## src/hw/digit_pad_pkg.sv

```systemverilog
package digit_pad_pkg;

    // one pixel as driven onto the vga dac
    typedef struct packed {
        logic [7:0] red;
        logic [7:0] green;
        logic [7:0] blue;
    } pixel_t;

    // mouse displacement, sign bit comes from the packet header
    typedef logic signed [8:0] motion_t;

    // raster coordinate, wide enough for the full 800 x 525 frame
    typedef logic [10:0] coord_t;

    // 30 x 30 cells, 16 pixels per side gives a 480 pixel square
    localparam int DEFAULT_CANVAS_DIM   = 30;
    localparam int DEFAULT_CELL_SHIFT   = 4;
    // four mouse counts per cell step
    localparam int DEFAULT_MOTION_SHIFT = 2;

    // 640 x 480 at 25 MHz pixel clock
    localparam int DEFAULT_H_ACTIVE = 640;
    localparam int DEFAULT_H_FRONT  = 16;
    localparam int DEFAULT_H_SYNC   = 96;
    localparam int DEFAULT_H_BACK   = 48;
    localparam int DEFAULT_V_ACTIVE = 480;
    localparam int DEFAULT_V_FRONT  = 10;
    localparam int DEFAULT_V_SYNC   = 2;
    localparam int DEFAULT_V_BACK   = 33;

    // colour table for the overlay
    localparam pixel_t INK_COLOR    = '{red: 8'd255, green: 8'd255, blue: 8'd255};
    localparam pixel_t CURSOR_COLOR = '{red: 8'd255, green: 8'd0, blue: 8'd0};
    localparam pixel_t PAPER_COLOR  = '{red: 8'd40, green: 8'd40, blue: 8'd40};
    localparam pixel_t BACKGROUND   = '{red: 8'd0, green: 8'd0, blue: 8'd0};

endpackage
```

## src/hw/raster_if.sv

```systemverilog
`timescale 1ns/1ns

interface raster_if import digit_pad_pkg::*; ();

    // current beam position, counts blanking too
    coord_t x;
    coord_t y;
    // inside the visible area
    logic   active;
    // syncs, low during the pulse
    logic   hsync_n;
    logic   vsync_n;

    // raster generator side, all registered
    modport source (
        output x, y, active, hsync_n, vsync_n
    );

    // overlay side
    modport sink (
        input x, y, active, hsync_n, vsync_n
    );

endinterface

```

## src/hw/mouse_event_if.sv

```systemverilog
`timescale 1ns/1ns

interface mouse_event_if import digit_pad_pkg::*; ();

    // one-cycle pulse per good packet, no back-pressure
    logic    strobe;
    // raw counts, dy positive upward
    motion_t dx;
    motion_t dy;
    // button state at the time of the packet
    logic    left;
    logic    right;

    // packet decoder side
    modport source (
        output strobe, dx, dy, left, right
    );

    // canvas side, takes every event on arrival
    modport sink (
        input strobe, dx, dy, left, right
    );

endinterface

```

## src/hw/digit_pad_top.sv

```systemverilog
`timescale 1ns/1ns

module digit_pad_top import digit_pad_pkg::*; #(
    parameter int CANVAS_DIM   = DEFAULT_CANVAS_DIM,
    parameter int CELL_SHIFT   = DEFAULT_CELL_SHIFT,
    parameter int MOTION_SHIFT = DEFAULT_MOTION_SHIFT,
    parameter int H_ACTIVE     = DEFAULT_H_ACTIVE,
    parameter int H_FRONT      = DEFAULT_H_FRONT,
    parameter int H_SYNC       = DEFAULT_H_SYNC,
    parameter int H_BACK       = DEFAULT_H_BACK,
    parameter int V_ACTIVE     = DEFAULT_V_ACTIVE,
    parameter int V_FRONT      = DEFAULT_V_FRONT,
    parameter int V_SYNC       = DEFAULT_V_SYNC,
    parameter int V_BACK       = DEFAULT_V_BACK
) (
    input  logic                          i_clk,
    input  logic                          i_reset,
    input  logic                          i_ps2_clk,
    input  logic                          i_ps2_data,
    output logic [7:0]                    o_vga_r,
    output logic [7:0]                    o_vga_g,
    output logic [7:0]                    o_vga_b,
    output logic                          o_vga_hs,
    output logic                          o_vga_vs,
    output logic                          o_vga_blank_n,
    output logic [$clog2(CANVAS_DIM)-1:0] o_cursor_x,
    output logic [$clog2(CANVAS_DIM)-1:0] o_cursor_y,
    output logic                          o_ps2_error
);

    mouse_event_if mouse_events ();
    raster_if      raster ();

    // handwriting vector, row-major
    logic [CANVAS_DIM*CANVAS_DIM-1:0] bitmap;
    pixel_t                           pixel;

    // mouse packets in
    ps2_packet_decoder ps2_packet_decoder0 (
        .i_clk         (i_clk),
        .i_reset       (i_reset),
        .i_ps2_clk     (i_ps2_clk),
        .i_ps2_data    (i_ps2_data),
        .o_frame_error (o_ps2_error),
        .event_bus     (mouse_events.source)
    );

    sketch_canvas #(
        .CANVAS_DIM   (CANVAS_DIM),
        .MOTION_SHIFT (MOTION_SHIFT)
    ) sketch_canvas0 (
        .i_clk      (i_clk),
        .i_reset    (i_reset),
        .event_bus  (mouse_events.sink),
        .o_bitmap   (bitmap),
        .o_cursor_x (o_cursor_x),
        .o_cursor_y (o_cursor_y)
    );

    // beam timing
    vga_raster #(
        .H_ACTIVE (H_ACTIVE),
        .H_FRONT  (H_FRONT),
        .H_SYNC   (H_SYNC),
        .H_BACK   (H_BACK),
        .V_ACTIVE (V_ACTIVE),
        .V_FRONT  (V_FRONT),
        .V_SYNC   (V_SYNC),
        .V_BACK   (V_BACK)
    ) vga_raster0 (
        .i_clk   (i_clk),
        .i_reset (i_reset),
        .raster  (raster.source)
    );

    canvas_overlay #(
        .CANVAS_DIM (CANVAS_DIM),
        .CELL_SHIFT (CELL_SHIFT)
    ) canvas_overlay0 (
        .i_clk      (i_clk),
        .i_reset    (i_reset),
        .i_bitmap   (bitmap),
        .i_cursor_x (o_cursor_x),
        .i_cursor_y (o_cursor_y),
        .raster     (raster.sink),
        .o_pixel    (pixel),
        .o_blank_n  (o_vga_blank_n),
        .o_hsync_n  (o_vga_hs),
        .o_vsync_n  (o_vga_vs)
    );

    // split the pixel onto the dac pins
    assign o_vga_r = pixel.red;
    assign o_vga_g = pixel.green;
    assign o_vga_b = pixel.blue;

endmodule

```

## src/hw/canvas_overlay.sv

```systemverilog
`timescale 1ns/1ns

module canvas_overlay import digit_pad_pkg::*; #(
    parameter int CANVAS_DIM = DEFAULT_CANVAS_DIM,
    parameter int CELL_SHIFT = DEFAULT_CELL_SHIFT
) (
    input  logic                             i_clk,
    input  logic                             i_reset,
    input  logic [CANVAS_DIM*CANVAS_DIM-1:0] i_bitmap,
    input  logic [$clog2(CANVAS_DIM)-1:0]    i_cursor_x,
    input  logic [$clog2(CANVAS_DIM)-1:0]    i_cursor_y,
    raster_if.sink                           raster,
    output pixel_t                           o_pixel,
    output logic                             o_blank_n,
    output logic                             o_hsync_n,
    output logic                             o_vsync_n
);

    localparam int CELLS       = CANVAS_DIM * CANVAS_DIM;
    localparam int CURSOR_BITS = $clog2(CANVAS_DIM);
    localparam int INDEX_BITS  = $clog2(CELLS);

    coord_t                 cell_x;
    coord_t                 cell_y;
    logic [CURSOR_BITS-1:0] col;
    logic [CURSOR_BITS-1:0] row;
    logic [INDEX_BITS-1:0]  cell_index;
    logic                   in_grid;
    logic                   at_cursor;
    logic                   inked;
    pixel_t                 colour;

    always_comb begin
        // square cells of 2**CELL_SHIFT pixels per side
        cell_x     = raster.x >> CELL_SHIFT;
        cell_y     = raster.y >> CELL_SHIFT;
        col        = cell_x[CURSOR_BITS-1:0];
        row        = cell_y[CURSOR_BITS-1:0];
        in_grid    = (cell_x < coord_t'(CANVAS_DIM)) && (cell_y < coord_t'(CANVAS_DIM));
        // only meaningful inside the grid
        cell_index = INDEX_BITS'(row) * INDEX_BITS'(CANVAS_DIM) + INDEX_BITS'(col);
        at_cursor  = in_grid && (col == i_cursor_x) && (row == i_cursor_y);
        inked      = in_grid && i_bitmap[cell_index];

        // blanking and off-grid first, then cursor over ink over paper
        if (!raster.active || !in_grid) begin
            colour = BACKGROUND;
        end else if (at_cursor) begin
            colour = CURSOR_COLOR;
        end else if (inked) begin
            colour = INK_COLOR;
        end else begin
            colour = PAPER_COLOR;
        end
    end

    // syncs and blank ride along with the pixel
    always_ff @(posedge i_clk) begin
        if (i_reset) begin
            o_pixel   <= BACKGROUND;
            o_blank_n <= 1'b0;
            o_hsync_n <= 1'b1;
            o_vsync_n <= 1'b1;
        end else begin
            o_pixel   <= colour;
            o_blank_n <= raster.active;
            o_hsync_n <= raster.hsync_n;
            o_vsync_n <= raster.vsync_n;
        end
    end

endmodule

```

## src/hw/vga_raster.sv

```systemverilog
`timescale 1ns/1ns

module vga_raster import digit_pad_pkg::*; #(
    parameter int H_ACTIVE = DEFAULT_H_ACTIVE,
    parameter int H_FRONT  = DEFAULT_H_FRONT,
    parameter int H_SYNC   = DEFAULT_H_SYNC,
    parameter int H_BACK   = DEFAULT_H_BACK,
    parameter int V_ACTIVE = DEFAULT_V_ACTIVE,
    parameter int V_FRONT  = DEFAULT_V_FRONT,
    parameter int V_SYNC   = DEFAULT_V_SYNC,
    parameter int V_BACK   = DEFAULT_V_BACK
) (
    input  logic     i_clk,
    input  logic     i_reset,
    raster_if.source raster
);

    // full line and frame lengths, blanking included
    localparam coord_t H_LAST     = coord_t'(H_ACTIVE + H_FRONT + H_SYNC + H_BACK - 1);
    localparam coord_t V_LAST     = coord_t'(V_ACTIVE + V_FRONT + V_SYNC + V_BACK - 1);
    // sync windows, end exclusive
    localparam coord_t H_SYNC_BEG = coord_t'(H_ACTIVE + H_FRONT);
    localparam coord_t H_SYNC_END = coord_t'(H_ACTIVE + H_FRONT + H_SYNC);
    localparam coord_t V_SYNC_BEG = coord_t'(V_ACTIVE + V_FRONT);
    localparam coord_t V_SYNC_END = coord_t'(V_ACTIVE + V_FRONT + V_SYNC);

    coord_t next_x;
    coord_t next_y;

    // next position, flags below follow it so all outputs line up
    always_comb begin
        next_x = raster.x + coord_t'(1);
        next_y = raster.y;
        if (raster.x == H_LAST) begin
            next_x = '0;
            // line wrap steps the frame counter
            if (raster.y == V_LAST) begin
                next_y = '0;
            end else begin
                next_y = raster.y + coord_t'(1);
            end
        end
    end

    always_ff @(posedge i_clk) begin
        if (i_reset) begin
            // top-left visible pixel, no sync pulse
            raster.x       <= '0;
            raster.y       <= '0;
            raster.active  <= 1'b1;
            raster.hsync_n <= 1'b1;
            raster.vsync_n <= 1'b1;
        end else begin
            raster.x       <= next_x;
            raster.y       <= next_y;
            raster.active  <= (next_x < coord_t'(H_ACTIVE)) && (next_y < coord_t'(V_ACTIVE));
            raster.hsync_n <= !((next_x >= H_SYNC_BEG) && (next_x < H_SYNC_END));
            raster.vsync_n <= !((next_y >= V_SYNC_BEG) && (next_y < V_SYNC_END));
        end
    end

    // vertical sync only starts together with a new line
    assert property (@(posedge i_clk) disable iff (i_reset)
        $fell(raster.vsync_n) |-> (raster.x == '0));

endmodule

```

## src/hw/sketch_canvas.sv

```systemverilog
`timescale 1ns/1ns

module sketch_canvas import digit_pad_pkg::*; #(
    parameter int CANVAS_DIM   = DEFAULT_CANVAS_DIM,
    parameter int MOTION_SHIFT = DEFAULT_MOTION_SHIFT
) (
    input  logic                            i_clk,
    input  logic                            i_reset,
    mouse_event_if.sink                     event_bus,
    output logic [CANVAS_DIM*CANVAS_DIM-1:0] o_bitmap,
    output logic [$clog2(CANVAS_DIM)-1:0]   o_cursor_x,
    output logic [$clog2(CANVAS_DIM)-1:0]   o_cursor_y
);

    localparam int CELLS       = CANVAS_DIM * CANVAS_DIM;
    localparam int CURSOR_BITS = $clog2(CANVAS_DIM);
    localparam int INDEX_BITS  = $clog2(CELLS);
    // room for cursor plus the largest step of either sign
    localparam int SUM_BITS    = 12;

    typedef logic signed [SUM_BITS-1:0] sum_t;

    localparam sum_t MAX_POS = sum_t'(CANVAS_DIM - 1);

    sum_t                  step_x;
    sum_t                  step_y;
    sum_t                  sum_x;
    sum_t                  sum_y;
    logic [CURSOR_BITS-1:0] new_x;
    logic [CURSOR_BITS-1:0] new_y;
    logic [INDEX_BITS-1:0]  ink_index;

    // keep a position inside 0 .. CANVAS_DIM-1
    function automatic logic [CURSOR_BITS-1:0] clamp(input sum_t value);
        if (value < 0) begin
            return '0;
        end
        if (value > MAX_POS) begin
            return CURSOR_BITS'(CANVAS_DIM - 1);
        end
        return value[CURSOR_BITS-1:0];
    endfunction

    always_comb begin
        // counts to cells, arithmetic so negative steps round down
        step_x = sum_t'(motion_t'(event_bus.dx >>> MOTION_SHIFT));
        step_y = sum_t'(motion_t'(event_bus.dy >>> MOTION_SHIFT));
        sum_x  = sum_t'(o_cursor_x) + step_x;
        // mouse y grows upward, rows grow downward
        sum_y  = sum_t'(o_cursor_y) - step_y;
        new_x  = clamp(sum_x);
        new_y  = clamp(sum_y);
        // row-major cell number
        ink_index = INDEX_BITS'(new_y) * INDEX_BITS'(CANVAS_DIM) + INDEX_BITS'(new_x);
    end

    always_ff @(posedge i_clk) begin
        if (i_reset) begin
            o_bitmap   <= '0;
            o_cursor_x <= CURSOR_BITS'(CANVAS_DIM / 2);
            o_cursor_y <= CURSOR_BITS'(CANVAS_DIM / 2);
        end else if (event_bus.strobe) begin
            o_cursor_x <= new_x;
            o_cursor_y <= new_y;
            if (event_bus.right) begin
                // right button wipes, wins over left
                o_bitmap <= '0;
            end else if (event_bus.left) begin
                // paint under the moved cursor
                o_bitmap[ink_index] <= 1'b1;
            end
        end
    end

    // cursor never leaves the grid whatever the mouse sends
    assert property (@(posedge i_clk) disable iff (i_reset)
        (o_cursor_x < CANVAS_DIM) && (o_cursor_y < CANVAS_DIM));

endmodule

```

## src/hw/ps2_packet_decoder.sv

```systemverilog
`timescale 1ns/1ns

module ps2_packet_decoder import digit_pad_pkg::*; (
    input  logic          i_clk,
    input  logic          i_reset,
    input  logic          i_ps2_clk,
    input  logic          i_ps2_data,
    output logic          o_frame_error,
    mouse_event_if.source event_bus
);

    // two-flop synchronisers, idle level is high
    logic [1:0]  ps2_clk_sync;
    logic [1:0]  ps2_data_sync;
    logic        ps2_clk_prev;
    logic        bit_sample;
    // frame assembly
    logic [3:0]  bit_count;
    logic [9:0]  shift_reg;
    logic [10:0] frame;
    logic [7:0]  byte_data;
    logic        frame_done;
    logic        frame_ok;
    // packet assembly
    logic [1:0]  byte_count;
    logic [7:0]  header;
    logic [7:0]  x_byte;

    always_ff @(posedge i_clk) begin
        if (i_reset) begin
            ps2_clk_sync  <= 2'b11;
            ps2_data_sync <= 2'b11;
            ps2_clk_prev  <= 1'b1;
        end else begin
            ps2_clk_sync  <= {ps2_clk_sync[0], i_ps2_clk};
            ps2_data_sync <= {ps2_data_sync[0], i_ps2_data};
            ps2_clk_prev  <= ps2_clk_sync[1];
        end
    end

    // falling edge of the synchronised clock samples one bit
    assign bit_sample = ps2_clk_prev & ~ps2_clk_sync[1];

    // current bit joins the ten already shifted in
    assign frame      = {ps2_data_sync[1], shift_reg};
    assign byte_data  = frame[8:1];
    assign frame_done = bit_sample && (bit_count == 4'd10);
    // start low and stop high with odd parity over data and parity bit
    assign frame_ok   = !frame[0] && (^frame[9:1]) && frame[10];

    always_ff @(posedge i_clk) begin
        if (i_reset) begin
            bit_count        <= '0;
            byte_count       <= '0;
            event_bus.strobe <= 1'b0;
            o_frame_error    <= 1'b0;
        end else begin
            event_bus.strobe <= 1'b0;
            o_frame_error    <= 1'b0;
            if (frame_done) begin
                bit_count <= '0;
                if (!frame_ok) begin
                    // bad frame drops the whole packet
                    o_frame_error <= 1'b1;
                    byte_count    <= '0;
                end else if (byte_count == 2'd2) begin
                    event_bus.strobe <= 1'b1;
                    byte_count       <= '0;
                end else if ((byte_count == 2'd0) && !frame[4]) begin
                    // header without bit 3 is dropped without an error
                    byte_count <= '0;
                end else begin
                    byte_count <= byte_count + 2'd1;
                end
            end else if (bit_sample) begin
                bit_count <= bit_count + 4'd1;
            end
        end
    end

    always_ff @(posedge i_clk) begin
        if (bit_sample) begin
            shift_reg <= {ps2_data_sync[1], shift_reg[9:1]};
        end
        if (frame_done && frame_ok) begin
            case (byte_count)
                2'd0: header <= byte_data;
                2'd1: x_byte <= byte_data;
                default: begin
                    // sign bits live in the header byte
                    event_bus.dx    <= motion_t'({header[4], x_byte});
                    event_bus.dy    <= motion_t'({header[5], byte_data});
                    event_bus.left  <= header[0];
                    event_bus.right <= header[1];
                end
            endcase
        end
    end

    // one strobe cycle per packet
    assert property (@(posedge i_clk) disable iff (i_reset)
        event_bus.strobe |=> !event_bus.strobe);

endmodule

```

## config.mk

```make
export PLATFORM = sky130hd
export DESIGN_NAME = digit_pad_top
export DESIGN_NICKNAME = d
export VERILOG_FILES = /design/src/hw/digit_pad_pkg.sv /design/src/hw/raster_if.sv /design/src/hw/mouse_event_if.sv /design/src/hw/digit_pad_top.sv /design/src/hw/canvas_overlay.sv /design/src/hw/vga_raster.sv /design/src/hw/sketch_canvas.sv /design/src/hw/ps2_packet_decoder.sv
export SDC_FILE = /design/constraint.sdc
export NUM_CORES = 2
export LEC_CHECK = 0
export BUFFER_PORTS_ARGS = -buffer_cell sky130_fd_sc_hd__buf_4
export CAP_MARGIN = 20
export CORE_MARGIN = 4
export CORE_UTILIZATION = 45
export CTS_CLUSTER_SIZE = 12
export DETAILED_ROUTE_END_ITERATION = 16
export GPL_TIMING_DRIVEN = 0
export RECOVER_POWER = 50
export SYNTH_ARGS = -nofsm -noshare
export SYNTH_HDL_FRONTEND = slang
export SYNTH_SLANG_ARGS = --single-unit
```

## constraint.sdc

```tcl
create_clock -name i_clk -period 7.3 [get_ports i_clk]
set_input_delay 0.73 -clock i_clk [delete_from_list [all_inputs] [get_ports i_clk]]
set_output_delay 0.73 -clock i_clk [all_outputs]
set_load 0.005 [all_outputs]
```

# Word-level counts from Yosys, hierarchy flattened
# Cells that the tools add are included.
# Widths: inputs -> output; s select.
# classes
addsub	8
mul	2
n_lt_le_gt_ge	15
n_eq_ne	7
n_mux	30
n_bitwise	6
n_reduce_logical	33
# ops
op	n
$mux 900	2
$or 900x900->900	1
$mux 24	2
$mux 5	8
$mux 11	3
$add 11x1->11 const B	2
$eq 11x10->1 const B	2
$lt 10x11->1 const B	2
$lt 11x10->1 const B	2
$lt 11x9->1 const B	2
$add 10x5->10	2
$mul 5x4->9 const B	2
$gt 8x6->1 const B	2
$lt 8x1->1 const B	2
$lt 7x5->1 const B	2
$logic_and 1x1->1	13
$ge 11x10->1 const B	1
$ge 11x9->1 const B	1
$bmux 1 s10	1
$demux 1 s10	1
$eq 5x5->1	2
$ge 10x1->1 const B	1
$mux 1	10
$reduce_xor 9->1	1
other kinds (17)	34
# word_totals
regBits	1019
elab_cells	129

# Longest topological paths before layout
# depth
ltp_word	15
depth_mapped	29
depth_no_buf	27

# By module
# A second synthesis with hierarchy kept.
# unflattened
hier_cells	4362
area_unflattened_um2	43195.2
# by_module_without_submodules
module	instances	cells_each	area_each_um2	seq_area_each_um2
sketch_canvas	1	3361	31042.3	18217.5
canvas_overlay	1	727	8848.5	140.1
ps2_packet_decoder	1	105	1901.8	1521.5
vga_raster	1	169	1402.6	500.5

# Least setup slack after synthesis
# Ideal clock, no wire load.
# synth_path
path_kind	reg2reg
from	reg sketch_canvas0.o_cursor_y[0]
to	reg sketch_canvas0.o_bitmap[560]
setup_time_ns	0.074
t_arrival_ns	5.518
t_required_ns	7.226
slack_ns	1.708
stages_incl_launch_ff	30
n_path_buf	3
period_less_slack_ns	5.592
path_cell_list	dfxtp_1 -> inv_1 -> ha_1 -> inv_1 -> fa_1 -> nand2_1 -> nand2_1 -> a21o_1 -> nor2_1 -> mux2i_1 -> o32a_1 -> a41oi_1 -> nand2_1 -> and2_1 -> ha_1 -> fa_1 -> inv_1 -> fa_1 -> inv_1 -> ha_1 -> o21ai_0 -> nand2b_1 -> and2_1 -> and4_1 -> xor2_1 -> buf_4 -> buf_6 -> nand3_1 -> clkbuf_1 -> o21ai_0
# synth_between
elab_chain_cells	15
word_cells_on_any_way	19
# synth_lines
element	line	rtl
start: declaration	sketch_canvas.sv:12	output logic [$clog2(CANVAS_DIM)-1:0] o_cursor_y
start signal: assignment	sketch_canvas.sv:61	o_cursor_y <= CURSOR_BITS'(CANVAS_DIM / 2);
start signal: assignment	sketch_canvas.sv:64	o_cursor_y <= new_y;
$sub 6x7->8 (*)	sketch_canvas.sv:50	sum_y = sum_t'(o_cursor_y) - step_y;
$gt 8x6->1	sketch_canvas.sv:38	if (value > MAX_POS) begin
$mux 1 (2 in a row)	sketch_canvas.sv:38	
$mux 5	sketch_canvas.sv:41	return value[CURSOR_BITS-1:0];
$mux 5 (*)	sketch_canvas.sv:38	
$mul 5x4->9 (*)	sketch_canvas.sv:54	ink_index = INDEX_BITS'(new_y) * INDEX_BITS'(CANVAS_DIM) + INDEX_BITS'(new_x);
$add 10x5->10 (*)	sketch_canvas.sv:54	
$lt 10x11->1 (implied by the code) or $ge 10x1->1 (tied branches)	sketch_canvas.sv:70	o_bitmap[ink_index] <= 1'b1;
$logic_and 1x1->1 (implied by the code)	sketch_canvas.sv:70	
$mux 1 (implied by the code)	sketch_canvas.sv:70	
$demux 1 s10 (*)	-	
$or 900x900->900 (no source line) (*)	-	
$mux 900 (*)	sketch_canvas.sv:68	end else if (event_bus.left) begin
$mux 900 (*)	sketch_canvas.sv:65	if (event_bus.right) begin
end signal: assignment	sketch_canvas.sv:59	o_bitmap <= '0;
end signal: assignment	sketch_canvas.sv:67	o_bitmap <= '0;
end signal: indexed assignment	sketch_canvas.sv:70	
end: declaration	sketch_canvas.sv:10	output logic [CANVAS_DIM*CANVAS_DIM-1:0] o_bitmap,
# Mark *: on every way between the ends. The rest lies on a longest branch, timed or not. The select of a mux whose other input is x is not followed.
# A chain may end at the register's enable or synchronous reset.

# Final worst setup path
# layout_path
from	reg vga_raster0.raster.x[4]
to	reg canvas_overlay0.o_pixel[22] in the netlist's numbering
# layout_between
elab_chain_cells	6
word_cells_on_any_way	14
# layout_lines
element	line	rtl
start: declaration	raster_if.sv:16	output x, y, active, hsync_n, vsync_n
start signal: assignment	vga_raster.sv:54	raster.x <= next_x;
$add 10x5->10	canvas_overlay.sv:41	cell_index = INDEX_BITS'(row) * INDEX_BITS'(CANVAS_DIM) + INDEX_BITS'(col);
$bmux 1 s10	canvas_overlay.sv:43	inked = in_grid && i_bitmap[cell_index];
$mux 1 (implied by the code)	canvas_overlay.sv:43	
$logic_and 1x1->1	canvas_overlay.sv:43	
$mux 24	canvas_overlay.sv:50	end else if (inked) begin
$mux 24	canvas_overlay.sv:48	end else if (at_cursor) begin
end signal: assignment	canvas_overlay.sv:65	o_pixel <= colour;
end: declaration	canvas_overlay.sv:13	output pixel_t o_pixel,
# Several ways; a longest one is shown, not always the timed one. The select of a mux whose other input is x is not followed.

==> reports/metrics.csv <==
metric,value,unit
die_area,96800,µm²
cts.sinks,991,
r2r-start,vga_raster0.raster.x[4]$_SDFF_PP0_,
post-route-util,0.516,
grt_util_met1,0.428,
crit_family,buffers and inverters,
worstHoldStart,i_ps2_data,
crit_top_cell,clkbuf_1,
numCtsBuffers,105,
top_regs,"sketch_canvas0.o_bitmap: 900 flops, vga_raster0.raster.x: 11 flops, vga_raster0.raster.y: 11 flops",
crit_slowest_cell,clkbuf_1,
largest_register_ffs,900,
grt_overflow_total,0,
ys_seq_elements,991,
cp-end-kind,register,
avgSynthCellArea,10.6,µm²
use_met2,0.454,
core,90600,µm²
design_area,46700,µm²
root_buffer,clkbuf_16,
drive_gt1_frac,0.155,
syn_inst,3918,
htreeDepth,3,
fin_tns_setup,0,ns
arrival,7.64,ns
syn_to_final_growth,12.9,%
yosys.area.top_type_share,0.462,
synth.distinct_cells,95,
remaining_drc_errors,0,
hold_class,primary input to register,
report.final.slew_viol_count,0,
grt_use_met3,0.0779,
grt_max_degree,18,
fillers,8416,
final_nets,4150,
p_leak,16.8,nW
yosys_warnings,0,
tightest_slew,1.40,ns
final_hold_viol_count,0,
cap_violations,0,
holdPathEnd,ps2_packet_decoder0.ps2_data_sync[0]$_SDFF_PP1_,
synth_area_leaders,"dfxtp_1 46%, mux4_2 13%, o21ai_0 7.5%",
r2r-end,canvas_overlay0.o_pixel[22]$_SDFF_PP0_,
setup_viol,0,
fin_skew,0.0272,ns
ios,42,
synth_edf_count,36,
synthFlopType,dfxtp_1,
io_buffers,41,
vias,33500,
grt_pass1_wl,220,mm
critPathRequiredTime,7.85,ns
top_usage_layer,met2,
rows,110,
vdd_drop_max,0.190,mV
power_density,237,nW/µm²
period_share,0.971,
slowest_delay,1.09,ns
regArea,20200,µm²
fmax,141,MHz
initial_utilization,0.457,
fin_crit,7.09,ns
first_pass_iters,6,
synthesis.nets,3991,
ff2ff_setup_slack,0.21,ns
wl_per_cell,28.8,µm
drt_iter0_drc,4792,
worst-r2r-cell-count,15,
ys_async_sr_fraction,0,
top_register,sketch_canvas0.o_bitmap,
critPathKind,register to register,
syn_area,41400,µm²
yosysTopAreaCell,dfxtp_1,
antenna_found_initial,9,
clockBufferDepth,3,
postRouteAntennaNets,0,
clk_pin_slew,0.06,ns
place_area,43200,µm²
crit_chain,buf_6 -> buf_12 -> buf_12 -> clkbuf_1 -> clkbuf_1 -> clkbuf_1 -> clkbuf_1 -> mux2i_1 -> nand2_1 -> a21oi_1 -> nor3_1 -> nor4_1 -> nand4_1 -> o211ai_1 -> o21ai_0,
cp.buffers_inverters,7,
die_x,311,µm
cts_tree,done,
dieHeight,311,µm
outcome,"finished, final reports clean",
clock_latency,0.71,ns
mostFrequentLayoutCells,"955 x dfxtp_1, 694 x nand2_1, 637 x o21ai_0",
place_congestion,0.942,
whs_path_depth,2,
crit_fanout,10,
multiInputGateArea,19200,µm²
start_kind,register,
max-slew-margin-rel,0.0687,
vias_per_cell,6.27,
dpl.hpwl,101,mm
grt_use_total,0.308,
final_common_cell,dfxtp_1,
ys_seq_area_frac,0.488,
cts_setup_buffers,0,
drt_wl_total,154,mm
grt_pass1_vias,31400,
rsz0062_at_grt,yes,
where the power goes:
part	total, mW	switching [mW]	internal (mW)
Clock	5.49	2.30	3.19
Combinational	0.143	0.120	0.0234
Sequential	5.45	0.00444	5.44
stage by stage:
step	cells	setup WS [ns]	hold WS, ns	power [mW]
3_3_place_gp	5135	-0.138	0.392	5.70
3_5_place_dp	5141	0.352	0.392	5.70
2_1_floorplan	3918	1.71	0.389	5.65
5_1_grt	5332	-0.0681	0.202	11.3
6_report	5336	0.210	0.219	11.1
4_1_cts	5327	0.298	0.184	11.1
worst max-delay path by stage:
stage / to / cells after the start / start
global route: sketch_canvas0.o_bitmap[452]$_SDFFE_PP0P_ / 22 / sketch_canvas0.o_cursor_y[0]$_SDFFE_PP1P_
finish: canvas_overlay0.o_pixel[22]$_SDFF_PP0_ / 15 / vga_raster0.raster.x[4]$_SDFF_PP0_
global placement: sketch_canvas0.o_bitmap[599]$_SDFFE_PP0P_ / 23 / sketch_canvas0.o_cursor_y[0]$_SDFFE_PP1P_
floorplan: sketch_canvas0.o_bitmap[560]$_SDFFE_PP0P_ / 29 / sketch_canvas0.o_cursor_y[0]$_SDFFE_PP1P_
CTS: sketch_canvas0.o_bitmap[301]$_SDFFE_PP0P_ / 26 / sketch_canvas0.o_cursor_y[0]$_SDFFE_PP1P_
detailed placement: sketch_canvas0.o_bitmap[301]$_SDFFE_PP0P_ / 26 / sketch_canvas0.o_cursor_y[0]$_SDFFE_PP1P_
what timing repair did:
item / CTS / global route
hold buffers: 0 / 0
resized for setup: 0 / 6
endpoints found under the setup margin: 0 / 62
Yosys cell counts (15+ instances only):
cell / number
mux2i_1: 51
o21ai_1: 23
clkbuf_1: 219
a21oi_1: 34
nor2_1: 85
fa_1: 17
ha_1: 52
edfxtp_1: 36
a22o_1: 280
xnor2_1: 41
inv_1: 51
dfxtp_1: 955
nand2_1: 694
nor3_1: 23
buf_4: 48
o21ai_0: 621
a22oi_1: 16
nand3_1: 67
xor2_1: 26
nor3_4: 24
nor2b_1: 15
buf_2: 63
mux4_2: 237
logic make-up after synthesis:
logic type	synth area share
compound gates	0.166
mux	0.149
simple gates	0.111
flops	0.488
xor+xnor	0.0164
fa+ha+maj	0.0240
buf+inv	0.0463
metal layers:
metal / share of wire / vias to the layer above
met5: 0 / -
met4: 0.055 / 0
met3: 0.11 / 485
met2: 0.42 / 1922
met1: 0.41 / 16600
li1: - / 14500
layout make-up:
class	instances	area share
flip-flops and latches	991	0.433
multi-input cells	2526	0.411
clock buffers	159	0.0678
plain buffers	349	0.0359
well taps	1176	0.0315
repair buffers	52	0.00924
clock inverters	27	0.00745
inverters	52	0.00418
diodes	4	0.000214
Note: power is estimated with default switching activity, not from simulation.
